--- config.mk ---
export PLATFORM = sky130hd
export DESIGN_NAME = csb_req_fifo
export DESIGN_NICKNAME = d
export VERILOG_FILES = /design/src/hdl/csb_fifo_pkg.sv /design/src/hdl/csb_req_fifo.sv /design/src/hdl/fifo_flopram.sv /design/src/hdl/fifo_rd_ctrl.sv /design/src/hdl/fifo_wr_ctrl.sv /design/src/hdl/gray_event_sync.sv
export SDC_FILE = /design/constraint.sdc
export NUM_CORES = 1
export LEC_CHECK = 0
export ABC_AREA = 1
export BUFFER_PORTS_ARGS = -buffer_cell sky130_fd_sc_hd__buf_4
export CORE_UTILIZATION = 37
export DETAILED_ROUTE_END_ITERATION = 16
export SYNTH_ARGS = -nofsm -noshare
export SYNTH_HDL_FRONTEND = slang
export SYNTH_SLANG_ARGS = --single-unit
--- constraint.sdc ---
create_clock -name rd_clk_rd_mgated -period 7.7 [get_ports rd_clk_rd_mgated]
set_clock_uncertainty 0.2 [all_clocks]
set_input_delay 1.54 -clock rd_clk_rd_mgated [delete_from_list [all_inputs] [get_ports rd_clk_rd_mgated]]
set_output_delay 1.54 -clock rd_clk_rd_mgated [all_outputs]
set_load 0.1 [all_outputs]
--- src/hdl/csb_fifo_pkg.sv ---
// request fifo sizes and the word, address, count and gray types
package csb_fifo_pkg;

    // ========================================
    // sizes
    // ========================================

    // ram entries
    localparam int FIFO_DEPTH = 4;
    // one configuration bus request word
    localparam int DATA_WIDTH = 50;
    // ram address bits
    localparam int PTR_WIDTH = $clog2(FIFO_DEPTH);
    // count must reach FIFO_DEPTH itself, hence the +1
    localparam int CNT_WIDTH = $clog2(FIFO_DEPTH + 1);
    // event counter across the sync chain
    localparam int GRAY_WIDTH = 3;

    // ========================================
    // types
    // ========================================

    // request word as it sits in the ram
    typedef logic [DATA_WIDTH-1:0] data_t;

    // ram address, wraps at depth
    typedef logic [PTR_WIDTH-1:0] ptr_t;

    // occupancy, 0 up to FIFO_DEPTH
    typedef logic [CNT_WIDTH-1:0] count_t;

    // gray event counter
    // only changes are looked at, the value itself means nothing
    typedef logic [GRAY_WIDTH-1:0] gray_t;

endpackage

--- src/hdl/csb_req_fifo.sv ---
// top level of the request fifo: write control, flop ram, event channels, read control
module csb_req_fifo
    import csb_fifo_pkg::*;
#(
    parameter int SYNC_STAGES = 2
) (
    input  logic  rd_clk_rd_mgated,
    input  logic  wr_reset_,
    input  logic  wr_req,
    output logic  wr_ready,
    input  data_t wr_data,
    output logic  rd_req,
    input  logic  rd_ready,
    output data_t rd_data
);

    // ========================================
    // internal wires
    // ========================================

    // write side
    logic  wr_pushing;
    logic  wr_popping;
    logic  ram_iwe;
    ptr_t  wr_adr;

    // read side
    logic  rd_pushing;
    logic  rd_popping;
    ptr_t  rd_adr;
    data_t ram_rd_data;

    // accept, hold and reserve ram space
    fifo_wr_ctrl u_wr_ctrl (
        .rd_clk_rd_mgated (rd_clk_rd_mgated),
        .wr_reset_        (wr_reset_),
        .wr_req           (wr_req),
        .wr_ready         (wr_ready),
        .wr_popping       (wr_popping),
        .wr_pushing       (wr_pushing),
        .ram_iwe          (ram_iwe),
        .wr_adr           (wr_adr)
    );

    // data captured on accept, written on push
    fifo_flopram u_ram (
        .rd_clk_rd_mgated (rd_clk_rd_mgated),
        .di               (wr_data),
        .iwe              (ram_iwe),
        .we               (wr_pushing),
        .wa               (wr_adr),
        .ra               (rd_adr),
        .dout             (ram_rd_data)
    );

    // push events toward the read side
    gray_event_sync #(
        .SYNC_STAGES (SYNC_STAGES)
    ) u_push_sync (
        .rd_clk_rd_mgated (rd_clk_rd_mgated),
        .wr_reset_        (wr_reset_),
        .event_in         (wr_pushing),
        .event_out        (rd_pushing)
    );

    // pop events back to the write side
    gray_event_sync #(
        .SYNC_STAGES (SYNC_STAGES)
    ) u_pop_sync (
        .rd_clk_rd_mgated (rd_clk_rd_mgated),
        .wr_reset_        (wr_reset_),
        .event_in         (rd_popping),
        .event_out        (wr_popping)
    );

    // pop into the output register
    fifo_rd_ctrl u_rd_ctrl (
        .rd_clk_rd_mgated (rd_clk_rd_mgated),
        .wr_reset_        (wr_reset_),
        .rd_pushing       (rd_pushing),
        .rd_popping       (rd_popping),
        .rd_adr           (rd_adr),
        .ram_rd_data      (ram_rd_data),
        .rd_req           (rd_req),
        .rd_ready         (rd_ready),
        .rd_data          (rd_data)
    );

endmodule

--- src/hdl/fifo_flopram.sv ---
// flop ram with internal write data register and combinational read mux
module fifo_flopram
    import csb_fifo_pkg::*;
(
    input  logic  rd_clk_rd_mgated,
    input  data_t di,
    input  logic  iwe,
    input  logic  we,
    input  ptr_t  wa,
    input  ptr_t  ra,
    output data_t dout
);

    // ========================================
    // write data register
    // ========================================

    // word captured at the accepting edge
    data_t di_d;
    // storage, one word per entry
    data_t ram_q [FIFO_DEPTH];

    always_ff @(posedge rd_clk_rd_mgated) begin
        if (iwe) begin
            di_d <= di;
        end
    end

    // ========================================
    // entries
    // ========================================

    // write lands one cycle after capture
    always_ff @(posedge rd_clk_rd_mgated) begin
        if (we) begin
            ram_q[wa] <= di_d;
        end
    end

    // read mux, no clock edge involved
    // the read side only looks here after the push event crossed over
    assign dout = ram_q[ra];

endmodule

--- src/hdl/fifo_rd_ctrl.sv ---
// read control: read count, read address, pop decision, output request and data register
module fifo_rd_ctrl
    import csb_fifo_pkg::*;
(
    input  logic  rd_clk_rd_mgated,
    input  logic  wr_reset_,
    input  logic  rd_pushing,
    output logic  rd_popping,
    output ptr_t  rd_adr,
    input  data_t ram_rd_data,
    output logic  rd_req,
    input  logic  rd_ready,
    output data_t rd_data
);

    // ========================================
    // read-side count
    // ========================================

    // words in the ram as seen from here
    count_t rd_count_p;
    count_t rd_count_p_next;
    // a word can be popped this cycle
    logic   rd_req_p;
    // output register holds a word nobody took yet
    logic   rd_stalled;
    logic   rd_req_next;

    // a push arriving now is already readable
    assign rd_req_p = (rd_count_p != '0) || rd_pushing;

    always_comb begin
        unique case ({rd_pushing, rd_popping})
            2'b10:   rd_count_p_next = count_t'(rd_count_p + 1'b1);
            2'b01:   rd_count_p_next = count_t'(rd_count_p - 1'b1);
            default: rd_count_p_next = rd_count_p;
        endcase
    end

    always_ff @(posedge rd_clk_rd_mgated or negedge wr_reset_) begin
        if (!wr_reset_) begin
            rd_count_p <= '0;
        end else begin
            rd_count_p <= rd_count_p_next;
        end
    end

    // ========================================
    // pop and read address
    // ========================================

    assign rd_stalled = rd_req && !rd_ready;

    // pop when output register is free or being taken
    assign rd_popping = rd_req_p && !rd_stalled;

    always_ff @(posedge rd_clk_rd_mgated or negedge wr_reset_) begin
        if (!wr_reset_) begin
            rd_adr <= '0;
        end else if (rd_popping) begin
            rd_adr <= ptr_t'(rd_adr + 1'b1);
        end
    end

    // ========================================
    // output register
    // ========================================

    // keep request up while the word waits
    assign rd_req_next = rd_req_p || rd_stalled;

    always_ff @(posedge rd_clk_rd_mgated or negedge wr_reset_) begin
        if (!wr_reset_) begin
            rd_req <= 1'b0;
        end else begin
            rd_req <= rd_req_next;
        end
    end

    // payload only, stable while stalled
    always_ff @(posedge rd_clk_rd_mgated) begin
        if (rd_popping) begin
            rd_data <= ram_rd_data;
        end
    end

endmodule

--- src/hdl/fifo_wr_ctrl.sv ---
// write control: input holding register, write count, busy and ready, write address
module fifo_wr_ctrl
    import csb_fifo_pkg::*;
(
    input  logic rd_clk_rd_mgated,
    input  logic wr_reset_,
    input  logic wr_req,
    output logic wr_ready,
    input  logic wr_popping,
    output logic wr_pushing,
    output logic ram_iwe,
    output ptr_t wr_adr
);

    // ========================================
    // input holding register
    // ========================================

    // registered request, valid the cycle after accept
    logic   wr_req_in;
    // ready flag source, inputs held this cycle
    logic   wr_busy_in;
    // internal copy of busy, used for reserving
    logic   wr_busy_int;
    logic   wr_busy_next;
    logic   wr_busy_in_next;
    // held word cannot reserve yet
    logic   wr_busy_in_int;
    logic   wr_reserving;
    count_t wr_count;
    count_t wr_count_next;

    assign wr_ready = !wr_busy_in;

    // data goes into the ram write register on accept
    assign ram_iwe = wr_req && !wr_busy_in;

    // stay busy with a new request if the fifo fills next cycle
    // without one, only a held word that still cannot reserve keeps us busy
    assign wr_busy_in_next = wr_req ? wr_busy_next
                                    : (wr_req_in && wr_busy_next && !wr_reserving);

    assign wr_busy_in_int = wr_req_in && wr_busy_int;

    always_ff @(posedge rd_clk_rd_mgated or negedge wr_reset_) begin
        if (!wr_reset_) begin
            wr_req_in  <= 1'b0;
            wr_busy_in <= 1'b0;
        end else begin
            wr_busy_in <= wr_busy_in_next;
            // keep the held request until space shows up
            if (!wr_busy_in_int) begin
                wr_req_in <= wr_req && !wr_busy_in;
            end
        end
    end

    // ========================================
    // write-side count
    // ========================================

    // reserve a ram slot for the registered request
    assign wr_reserving = wr_req_in && !wr_busy_int;
    // push in the same cycle as the reservation
    assign wr_pushing = wr_reserving;

    // up on push, down on returned pop, both cancel
    always_comb begin
        unique case ({wr_reserving, wr_popping})
            2'b10:   wr_count_next = count_t'(wr_count + 1'b1);
            2'b01:   wr_count_next = count_t'(wr_count - 1'b1);
            default: wr_count_next = wr_count;
        endcase
    end

    // busy next cycle when the ram is fully reserved
    assign wr_busy_next = (wr_count_next == count_t'(FIFO_DEPTH));

    always_ff @(posedge rd_clk_rd_mgated or negedge wr_reset_) begin
        if (!wr_reset_) begin
            wr_busy_int <= 1'b0;
            wr_count    <= '0;
        end else begin
            wr_busy_int <= wr_busy_next;
            wr_count    <= wr_count_next;
        end
    end

    // ========================================
    // write address
    // ========================================

    // wraps naturally at depth 4
    always_ff @(posedge rd_clk_rd_mgated or negedge wr_reset_) begin
        if (!wr_reset_) begin
            wr_adr <= '0;
        end else if (wr_pushing) begin
            wr_adr <= ptr_t'(wr_adr + 1'b1);
        end
    end

endmodule

--- src/hdl/gray_event_sync.sv ---
// gray event channel: sender counter, synchronizer chain, receiver that regenerates pulses
module gray_event_sync
    import csb_fifo_pkg::*;
#(
    parameter int SYNC_STAGES = 2
) (
    input  logic rd_clk_rd_mgated,
    input  logic wr_reset_,
    input  logic event_in,
    output logic event_out
);

    // ========================================
    // gray step
    // ========================================

    // polarity 0 flips the lsb
    // otherwise flip the bit left of the rightmost one, msb if that one is at bit 1
    function automatic gray_t gray_next(input gray_t g);
        logic polarity;
        polarity = ^g;
        return {g[2] ^ (polarity & ~g[0]),
                g[1] ^ (polarity & g[0]),
                g[0] ^ ~polarity};
    endfunction

    // sender copy, moves one step per event
    gray_t snd_gray;
    // chain stages, index 0 sees the sender first
    gray_t sync_q [SYNC_STAGES];
    // receiver copy, trails the chain output
    gray_t rcv_gray;

    // ========================================
    // sender
    // ========================================

    always_ff @(posedge rd_clk_rd_mgated or negedge wr_reset_) begin
        if (!wr_reset_) begin
            snd_gray <= '0;
        end else if (event_in) begin
            snd_gray <= gray_next(snd_gray);
        end
    end

    // ========================================
    // synchronizer chain
    // ========================================

    // one bit changes per step, so each stage carries a clean value
    always_ff @(posedge rd_clk_rd_mgated or negedge wr_reset_) begin
        if (!wr_reset_) begin
            for (int i = 0; i < SYNC_STAGES; i++) begin
                sync_q[i] <= '0;
            end
        end else begin
            sync_q[0] <= snd_gray;
            for (int i = 1; i < SYNC_STAGES; i++) begin
                sync_q[i] <= sync_q[i-1];
            end
        end
    end

    // ========================================
    // receiver
    // ========================================

    // pulse while behind the chain output
    // back-to-back events arrive one step per cycle and stay separate
    assign event_out = (sync_q[SYNC_STAGES-1] != rcv_gray);

    always_ff @(posedge rd_clk_rd_mgated or negedge wr_reset_) begin
        if (!wr_reset_) begin
            rcv_gray <= '0;
        end else if (event_out) begin
            rcv_gray <= gray_next(rcv_gray);
        end
    end

endmodule

## After elaboration in Yosys (flattened, before gate mapping)

Memory sizes are Yosys's and may differ from the RTL's. A register that Yosys moved wholly into a read port is not among the register bits.
Index checks and enable logic that the tools add are counted.

| storage, ports and cells | value |
|---|---|
| bits in registers | 88 |
| input bits | 54 |
| word-level logic and storage cells | 84 |
| RAM bits | 200 |
| memories kept | 1 |

| cells by class | value |
|---|---|
| bitwise gates (word level) | 28 |
| equal/unequal tests | 7 |
| reductions and logical operators | 20 |
| $add $sub $neg | 6 |
| multiplexer cells | 5 |

Memories:

| name | words | width | rd ports | clocked after memory_dff | write ports | RTL line | text |
|---|---|---|---|---|---|---|---|
| u_ram.ram_q | 4 | 50 | 1 | 1 | 1 | fifo_flopram.sv:21 | `data_t ram_q [FIFO_DEPTH];` |

Operators by type and width:

| kind | number |
|---|---|
| $pmux 3 s2 | 2 |
| $reduce_xor 3->1 | 4 |
| $xor 1x1->1 | 12 |
| $and 1x1->1 | 8 |
| $not 1->1 | 8 |
| $logic_and 1x1->1 | 7 |
| $add 3x1->3 const B | 2 |
| $ne 3x3->1 | 2 |
| $sub 3x1->3 const B | 2 |
| $logic_not 1->1 | 5 |
| $add 2x1->2 const B | 2 |
| $eq 2x1->1 const B | 2 |
| $eq 2x2->1 const B | 2 |
| $eq 3x3->1 const B | 1 |
| $mux 1 | 3 |
| $reduce_bool 3->1 | 1 |
| $logic_or 1x1->1 | 2 |
| $reduce_bool 2->1 | 1 |

## Logic depth before layout (Yosys ltp)

Gate-level depths: netlist of the first run.

| depth | value |
|---|---|
| word-level depth | 8 |
| gate-level depth with buffers | 12 |
| depth with buffers taken out | 12 |

## By module

A second synthesis of the first run with hierarchy kept.

| second synthesis, totals | value |
|---|---|
| cell total of the unflattened synthesis | 1,064 |
| area total of the unflattened synthesis | 13,118.8 um^2 |

By module, submodules not included:

| module | instances | cells each | sequential area each (um^2) | area each (um^2) |
|---|---|---|---|---|
| fifo_flopram | 1 | 841 | 7,507.2 | 9,960.8 |
| fifo_rd_ctrl | 1 | 93 | 1,651.6 | 1,855.5 |
| gray_event_sync | 2 | 45 | 300.3 | 457.9 |
| fifo_wr_ctrl | 1 | 40 | 200.2 | 386.6 |

## Worst setup path before layout of the first run

OpenSTA, ideal clock, no wires.

| timing path | value |
|---|---|
| kind | input -> register |
| from | in wr_req |
| to | reg u_ram.di_d[0], enable pin |
| buffers on the path | 0 |
| required time | 7.041 ns |
| slack | 3.343 ns |
| arrival | 3.699 ns |
| stages on the path | 2 |
| path through | inv_1 nor2_1 |

| on the way | value |
|---|---|
| word-level cells in the longest chain between the ends | 1 |

Ends and longest elaborated chain:

| what | RTL line | text |
|---|---|---|
| start: declaration | csb_req_fifo.sv:9 | `input logic wr_req,` |
| $logic_and 1x1->1 | fifo_wr_ctrl.sv:36 | `assign ram_iwe = wr_req && !wr_busy_in;` |
| named net ram_iwe | csb_req_fifo.sv:24 | `logic ram_iwe;` |
| end signal: assignment | fifo_flopram.sv:25 | `di_d <= di;` |
| end: declaration | fifo_flopram.sv:19 | `data_t di_d;` |

The timed path passes the listed nets, and every way through them passes these cells.
A chain may end at the register's enable or synchronous reset.

## Final worst setup path of the first run

| timing path | value |
|---|---|
| from | in rd_ready |
| to | reg u_rd_ctrl.rd_count_p[1] |

| on the way | value |
|---|---|
| word-level cells in the longest chain between the ends | 6 |
| elaborated cells between the ends (all ways) | 8 |
| classes of those cells | 2 x eq/ne; 1 x mux; 5 x reduce/logical |

Ends and longest elaborated chain:

| what | RTL line | text |
|---|---|---|
| start: declaration | csb_req_fifo.sv:13 | `input logic rd_ready,` |
| $logic_not 1->1 (*) | fifo_rd_ctrl.sv:52 | `assign rd_stalled = rd_req && !rd_ready;` |
| $logic_and 1x1->1 (*) | fifo_rd_ctrl.sv:52 |  |
| $logic_not 1->1 (*) | fifo_rd_ctrl.sv:55 | `assign rd_popping = rd_req_p && !rd_stalled;` |
| $logic_and 1x1->1 (*) | fifo_rd_ctrl.sv:55 |  |
| named net rd_popping | csb_req_fifo.sv:29 | `logic rd_popping;` |
| $eq 2x1->1 or $eq 2x2->1 (tied branches) | fifo_rd_ctrl.sv:33 | `unique case ({rd_pushing, rd_popping})` |
| $pmux 3 s2 (*) | fifo_rd_ctrl.sv:33 |  |
| named net u_rd_ctrl.rd_count_p_next[1] | fifo_rd_ctrl.sv:22 | `count_t rd_count_p_next;` |
| end signal: assignment | fifo_rd_ctrl.sv:44 | `rd_count_p <= rd_count_p_next;` |
| end: declaration | fifo_rd_ctrl.sv:21 | `count_t rd_count_p;` |

Mark *: on every way through the listed nets, which the timed path passes. The rest lies on a longest branch.

==> metrics.md, run 1 <==
| Metric | Value |
|---|---|
| Hold Path Class | `reg -> reg` |
| Post-layout util | `45.1%` |
| 1st-iter DRT viols | `around 430` |
| Simple-gate area share of the yosys netlist | `between 5 and 6%` |
| Layout area overhead | `18.9%` |
| CTS Buffer Depth | `3` |
| Final TNS setup | `0 ps` |
| Synth async-reset ratio | `between 10 and 15%` |
| Final setup vio count | `0` |
| I/O Buffers | `105` |
| Worst Hold Depth | `0` |
| CP Class | `in -> reg` |
| Congestion Overflow GR | `0` |
| TritonRoute pass-1 iters | `4` |
| Avg Synthesized Cell Area | `around 16 µm²` |
| Initial antenna violation count | `0` |
| Sequential area share after synthesis | `82.9%` |
| Buffer type at the clock tree root | `clkbuf_16` |
| Critical path launch point type | `primary input` |
| FF+latch area | `0.00996 mm²` |
| Hold_buf cts | `0` |
| Xor/xnor share of the synthesized area | `less than 1%` |
| Yosys top cell by area | `edfxtp_1` |
| Final hold violation count | `0` |
| Post-synthesis mux area share | `less than 1%` |
| Post-CTS setup repair buffer count | `0` |
| Power density cells | `457 mW/mm²` |
| DP HPWL | `around 12 mm` |
| CORE AREA | `roughly 0.032 mm²` |
| Gpl congestion | `0.691` |
| Via count | `6,158` |
| Yosys top cell area share | `between 70% and 80%` |
| Largest fanout on the critical path | `a little over 50` |
| First-pass GRT wire length | `~34 mm` |
| Leakage Power | `a little over 5 nW` |
| Synth cell count leaders | `edfxtp_1 (300), nor2_1 (109), o21ai_0 (107)` |
| TritonCTS clock tree | `built` |
| Post-CTS sizing | `0` |
| Die height | `about 180 µm` |
| Primary FF master, synth | `edfxtp_1` |
| Reg2Reg Depth | `11` |
| H-Tree Depth | `2` |
| Number of fill cells in the layout | `2,806` |
| Largest net degree at the start of global routing | `87` |
| Cell Area, Placed | `~0.013 mm²` |
| Ratio of final minimum period to clock period | `a little under half` |
| Most frequent cell after synthesis | `edfxtp_1` |
| Drt total wl | `~23 mm` |
| F_max | `between 200 and 300 MHz` |
| Area occupied by multi-input gates | `around 0.0018 mm²` |
| Top cells by area, synth | `edfxtp_1 (75%), dfrtp_1 (7.9%), o21ai_0 (4.5%)` |
| Fin Hold WS | `between 100 and 150 ps` |
| Antenna diodes | `0` |
| Total Power | `roughly 6.5 mW` |
| Distinct cells, synth | `31` |
| Tmin final | `around 3500 ps` |
| Maximum vdd ir drop | `a little under 0.2 mV` |
| Ys Warns | `0` |
| Cell Area, Synth | `about 0.012 mm²` |
| ANT nets after route | `0` |
| Number of synthesized register bits | `roughly 340` |
| CTS Sinks | `~340` |
| Max_cap viols | `0` |
| Placement Setup Slack | `3670 ps` |
| Vias in the first global route | `between 6,000 and 7,000` |
| Remaining DRCs | `0` |
| Routed len/inst | `between 15 and 20 µm` |
| Final worst setup slack | `4220 ps` |
| Measured slew at the worst slew-check pin | `roughly 950 ps` |
| Post-synthesis compound-gate area fraction | `roughly 7.4%` |
| Post-synth EDFFs | `300` |
| CTS Buf Count | `34` |
| Die Area | `about 0.033 mm²` |
| Status | `finished, final reports clean` |
| Worst-path clk slew | `approximately 60 ps` |
| Main combinational cell family by area after synthesis | `compound AO/OA/AOI/OAI gates` |
| Post-synthesis adder-cell area fraction | `less than 1%` |
| Slew Viols, Final | `0` |
| Final instance area | `around 0.014 mm²` |
| Nets | `approximately 900` |
| Slew headroom | `around 37%` |
| Die W | `around 180 µm` |
| Starting density of the core | `between 30 and 40%` |
| Nature of the critical path endpoint | `register` |
| Layout Cells excl Fill | `1,284` |
| Cell Rows | `65` |
| CP arrival | `3670 ps` |
| Gr usage total | `about 14%` |
| Layout cells sized above 1 | `between 10% and 20%` |
| I/O Pins | `~110` |
| Post-synthesis cell count | `about 750` |
| Clk Latency, worst-skew pair | `roughly 500 ps` |
| Post-Syn Nets | `slightly above 800` |
| Vias per cell | `around 4.8` |
| Post-Place Cells | `1,228` |
| RSZ-0062 raised after global routing | `false` |
| CP required | `between 7000 and 8000 ps` |
==> metal layers <==
layer  track usage, %  share of wire, %  vias to the layer above
met5                0                 0                        -
met4             4.61               2.4                        0
met3             2.73               5.6                       37
met2             23.5                49                      163
met1             18.0                44                     2981
li1                 -                 -                     2977
==> worst max-delay path, cell delays in order <==
cell and delay, ps:
buf_4 80, inv_1 30, nand2_1 220, nand2_4 120, inv_2 60, buf_4 600
ha_1 350, fa_1 410, mux2_2 270
==> registers in the layout (all words and copies together), names as in the netlist, 2 cells and up, named ones only <==
| name | cells |
|---|---|
| u_rd_ctrl.rd_data | 50 |
| u_push_sync.sync_q | 6 |
| u_wr_ctrl.wr_adr | 2 |
| u_ram.ram_q | 200 |
| u_ram.di_d | 50 |
| u_wr_ctrl.wr_count | 3 |
| u_pop_sync.sync_q | 6 |
| u_rd_ctrl.rd_adr | 2 |
| u_rd_ctrl.rd_count_p | 3 |
==> layout make-up <==
cell class | instances | area share, %
Sequential cell | 338 | 69.7
Multi-Input combinational cell | 349 | 12.9
Clock buffer | 45 | 6.46
Timing Repair Buffer | 114 | 5.99
Tap cell | 402 | 3.52
Clock inverter | 11 | 0.718
Inverter | 25 | 0.665
==> cell usage in the layout (no fill, tap or decap), types with 3 or more instances in the layout <==
cell type / count
nand3_1: 7
nor2_4: 6
o22ai_1: 50
inv_1: 21
clkinv_1: 5
clkinv_2: 4
clkbuf_1: 9
o21ai_0: 107
nor2_1: 104
nand2_1: 38
buf_4: 114
dfrtp_1: 36
edfxtp_1: 300
xnor2_1: 9
clkbuf_16: 35
inv_2: 3
ha_1: 6
o21ai_1: 3
xor2_1: 4
==> report_power, final <==
part | switching [mW] | internal, mW | leakage [nW] | total [mW]
registers | 0.208 | 2.58 | 3.26 | 2.79
clock network | 0.636 | 0.906 | 0.501 | 1.54
logic | 1.70 | 0.505 | 1.32 | 2.20
==> cell families after synthesis <==
group                      after synthesis
DFF                                    338
xor gates and xnor gates                13
muxes                                    2
AOI/OAI and AO/OA                      164
adders and majority gates                8
buffers and inverters                   58
and+or+nand+nor                        162
==> worst paths after layout <==
path / start / endpoint / slack, ps
max in group asynchronous: wr_reset_ / u_rd_ctrl.rd_adr[0] / 6130
min in group asynchronous: wr_reset_ / u_wr_ctrl.wr_count[1] / 800
worst min register to register: u_push_sync.sync_q[3] / u_push_sync.sync_q[0] / 150
worst min-delay path: u_push_sync.sync_q[3] / u_push_sync.sync_q[0] / 150
worst max register to register: register / u_rd_ctrl.rd_count_p[1] / 4800
worst max-delay path: rd_ready / u_rd_ctrl.rd_count_p[1] / 4220
(Power assumes the default switching activity.)
==> run 2: changes to the inputs <==
- clock period: 7.7 -> 3.6 ns (I/O delays scaled with it)
==> run 2 against run 1 <==
Final cell count rose by 0.93%. Count of clock-buffer cells in the layout rose by 3. Sequential share of layout area down 1.0 points. Total power rose by 120%. Worst hold slack got worse by 2.1 ps. Wire length shrank 0.43%. Die area unchanged. Register-to-register slack got worse by 3700 ps. Clock power increased by 130%. Sequential power up 120%. Critical endpoint is now u_wr_ctrl.wr_busy_in. Largest power group unchanged. Highest routed layer unchanged.
==> metrics.md, run 2 (same netlist as run 1, synthesis figures left out) <==
| Metric | Value |
|---|---|
| CP arrival | `2770 ps (-900 ps)` |
| Vias per cell | `4.83 (+0.62%)` |
| Antenna diodes | `0 (unchanged)` |
| Congestion Overflow GR | `0 (unchanged)` |
| First-pass GRT wire length | `35.2 mm (+2.1%)` |
| CP required | `3840 ps (-4050 ps)` |
| Nets | `929 (+0.54%)` |
| Worst-path clk slew | `60 ps (about the same)` |
| Cell Rows | `65 (unchanged)` |
| TritonCTS clock tree | `built` |
| Status | `finished, final reports clean` |
| Number of fill cells in the layout | `2,750 (-2.0%)` |
| F_max | `a little under 400 MHz` |
| Leakage Power | `5.17 nW (+1.8%)` |
| Nature of the critical path endpoint | `register` |
| Final TNS setup | `0 ps (unchanged)` |
| Clock network power share | `24.8% (+1.2 points)` |
| ANT nets after route | `0 (unchanged)` |
| Gpl congestion | `0.694 (+0.46%)` |
| Starting density of the core | `37.9% (unchanged)` |
| Hold_buf cts | `1 (+1)` |
| Hold Path Origin | `u_pop_sync.sync_q[3]` |
| Die Area | `0.0332 mm² (unchanged)` |
| Sw Share | `38.6% (-0.30 points)` |
| Remaining DRCs | `0 (unchanged)` |
| Critical path launch point type | `register` |
| RSZ-0062 raised after global routing | `false` |
| Slew Viols, Final | `0 (unchanged)` |
| Slew headroom | `36.9% (+0.076 points)` |
| Seq pwr share | `42.0% (-0.7 points)` |
| Power density cells | `985 mW/mm² (+120%)` |
| 1st-iter DRT viols | `437 (+2.8%)` |
| Via count | `6,254 (+1.6%)` |
| Layout area overhead | `20.7%` |
| Largest registers | `u_ram.ram_q: 200 flops, u_ram.di_d: 50 flops, u_rd_ctrl.rd_data: 50 flops` |
| Post-layout util | `45.8% (+0.69 points)` |
| Number of flip-flops in the largest register | `200 (unchanged)` |
| Final setup vio count | `0 (unchanged)` |
| Clk Latency, worst-skew pair | `520 ps (+20 ps)` |
| Die W | `182 µm (unchanged)` |
| Largest fanout on the critical path | `6 (-88%)` |
| Largest net degree at the start of global routing | `63 (-28%)` |
| Most common cell after layout, fill and taps aside | `edfxtp_1` |
| Gr usage total | `14.0% (+0.082 points)` |
| Register name with the most flops | `u_ram.ram_q` |
| CP Class | `reg -> reg` |
| Layout cells sized above 1 | `20.7% (+0.74 points)` |
| NetSw | `5.52 mW (+120%)` |
| Final hold violation count | `0 (unchanged)` |
| Cell Area, Placed | `0.0134 mm² (+0.63%)` |
| I/O Buffers | `105 (unchanged)` |
| TritonRoute pass-1 iters | `4 (unchanged)` |
| Routed len/inst | `17.5 µm (-1.4%)` |
| Die height | `182 µm (unchanged)` |
| CTS Buf Count | `37 (+8.8%)` |
| Vias in the first global route | `6,367 (+5.2%)` |
| Hold Path Class | `reg -> reg` |
| Pint | `8.78 mW (+120%)` |
| Tmin final | `2540 ps` |
| Post-CTS setup repair buffer count | `0 (unchanged)` |
| Combinational share of power | `33.2% (-0.5 points)` |
| Commonest cells after routing, fill and taps aside | `edfxtp_1 (300), buf_4 (109), o21ai_0 (107)` |
| I/O Pins | `106 (unchanged)` |
| Buffer type at the clock tree root | `clkbuf_16` |
| Measured slew at the worst slew-check pin | `945 ps (-1.14 ps)` |
| CORE AREA | `0.0317 mm² (unchanged)` |
| Initial antenna violation count | `0 (unchanged)` |
| Post-CTS sizing | `0 (unchanged)` |
| Final instance area | `0.0145 mm² (+1.5%)` |
| Max_cap viols | `0 (unchanged)` |
| CTS Sinks | `338 (unchanged)` |
| H-Tree Depth | `2 (unchanged)` |
| Ratio of final minimum period to clock period | `just over 70%` |
| DP HPWL | `12.4 mm (+4.2%)` |
| CTS Buffer Depth | `3 (unchanged)` |
| Drt total wl | `22.6 mm (-0.43%)` |
| Maximum vdd ir drop | `0.523 mV (+170%)` |
[run 2: cell types whose count changed in the layout (fill, tap and decap cells not counted), sizes merged]
cell / before / now
buf: 114 / 115
clkinv: 9 / 15
dlygate4sd3: 0 / 1
clkbuf: 45 / 48
bufinv: 2 / 3
[run 2: metal layers]
metal	vias up	routed length, µm	GRT usage (%)
met5	-	0	0
met4	0	495	4.54
li1	2999	-	-
met1	3053	9940	17.8
met3	44	1190	2.85
met2	158	11000	24.0
[run 2: layout make-up]
cell class | instances | area (µm²) | share of cell area (%)
Multi-Input combinational cell | 349 | 1850 | 12.7
Inverter | 25 | 95.1 | 0.655
Tap cell | 402 | 503 | 3.47
Clock inverter | 18 | 184 | 1.27
Sequential cell | 338 | 9970 | 68.7
Clock buffer | 48 | 967 | 6.66
Timing Repair Buffer | 116 | 948 | 6.54
[run 2: worst paths after layout]
path,endpoint,slack [ps],cells past startpoint
worst max-delay path,u_wr_ctrl.wr_busy_in,1060,10
worst min-delay path,u_pop_sync.sync_q[0],150,0
worst max register to register,u_wr_ctrl.wr_busy_in,1060,10
worst min register to register,u_pop_sync.sync_q[0],150,0
max in group asynchronous,u_rd_ctrl.rd_adr[0],2340,2
min in group asynchronous,u_wr_ctrl.wr_count[1],510,2
[run 2: through the flow]
step / power (mW) / hold slack (ps) / instances / worst slack (ps)
finish: 14.3 / 146 / 1296 / 1060
global route: 15.0 / 148 / 1296 / 768
CTS: 14.5 / 144 / 1296 / 1040
detailed placement: 10.9 / 137 / 1229 / 999
global placement: 10.8 / 133 / 1229 / 1000
floorplan: 9.66 / 131 / 745 / 62.5
[run 2: power groups by stage]
stage          clock, mW  sequential [mW]  combinational, mW
3_5_place_dp           0             6.09               4.82
4_1_cts             3.63             6.02               4.83
6_report            3.54             6.00               4.75
5_1_grt             3.78             6.11               5.14
2_1_floorplan          0             7.82               1.84
3_3_place_gp           0             6.08               4.74
[run 2: critical path: stages, from the launching register on]
cell and delay (ps):
dfrtp_1 420, xnor2_1 200, nand3_1 230, ha_1 330
fa_1 440, nand2_1 70, nand2_1 50, nor2_1 100
xor2_1 190, nand2_1 100, a21oi_1 120
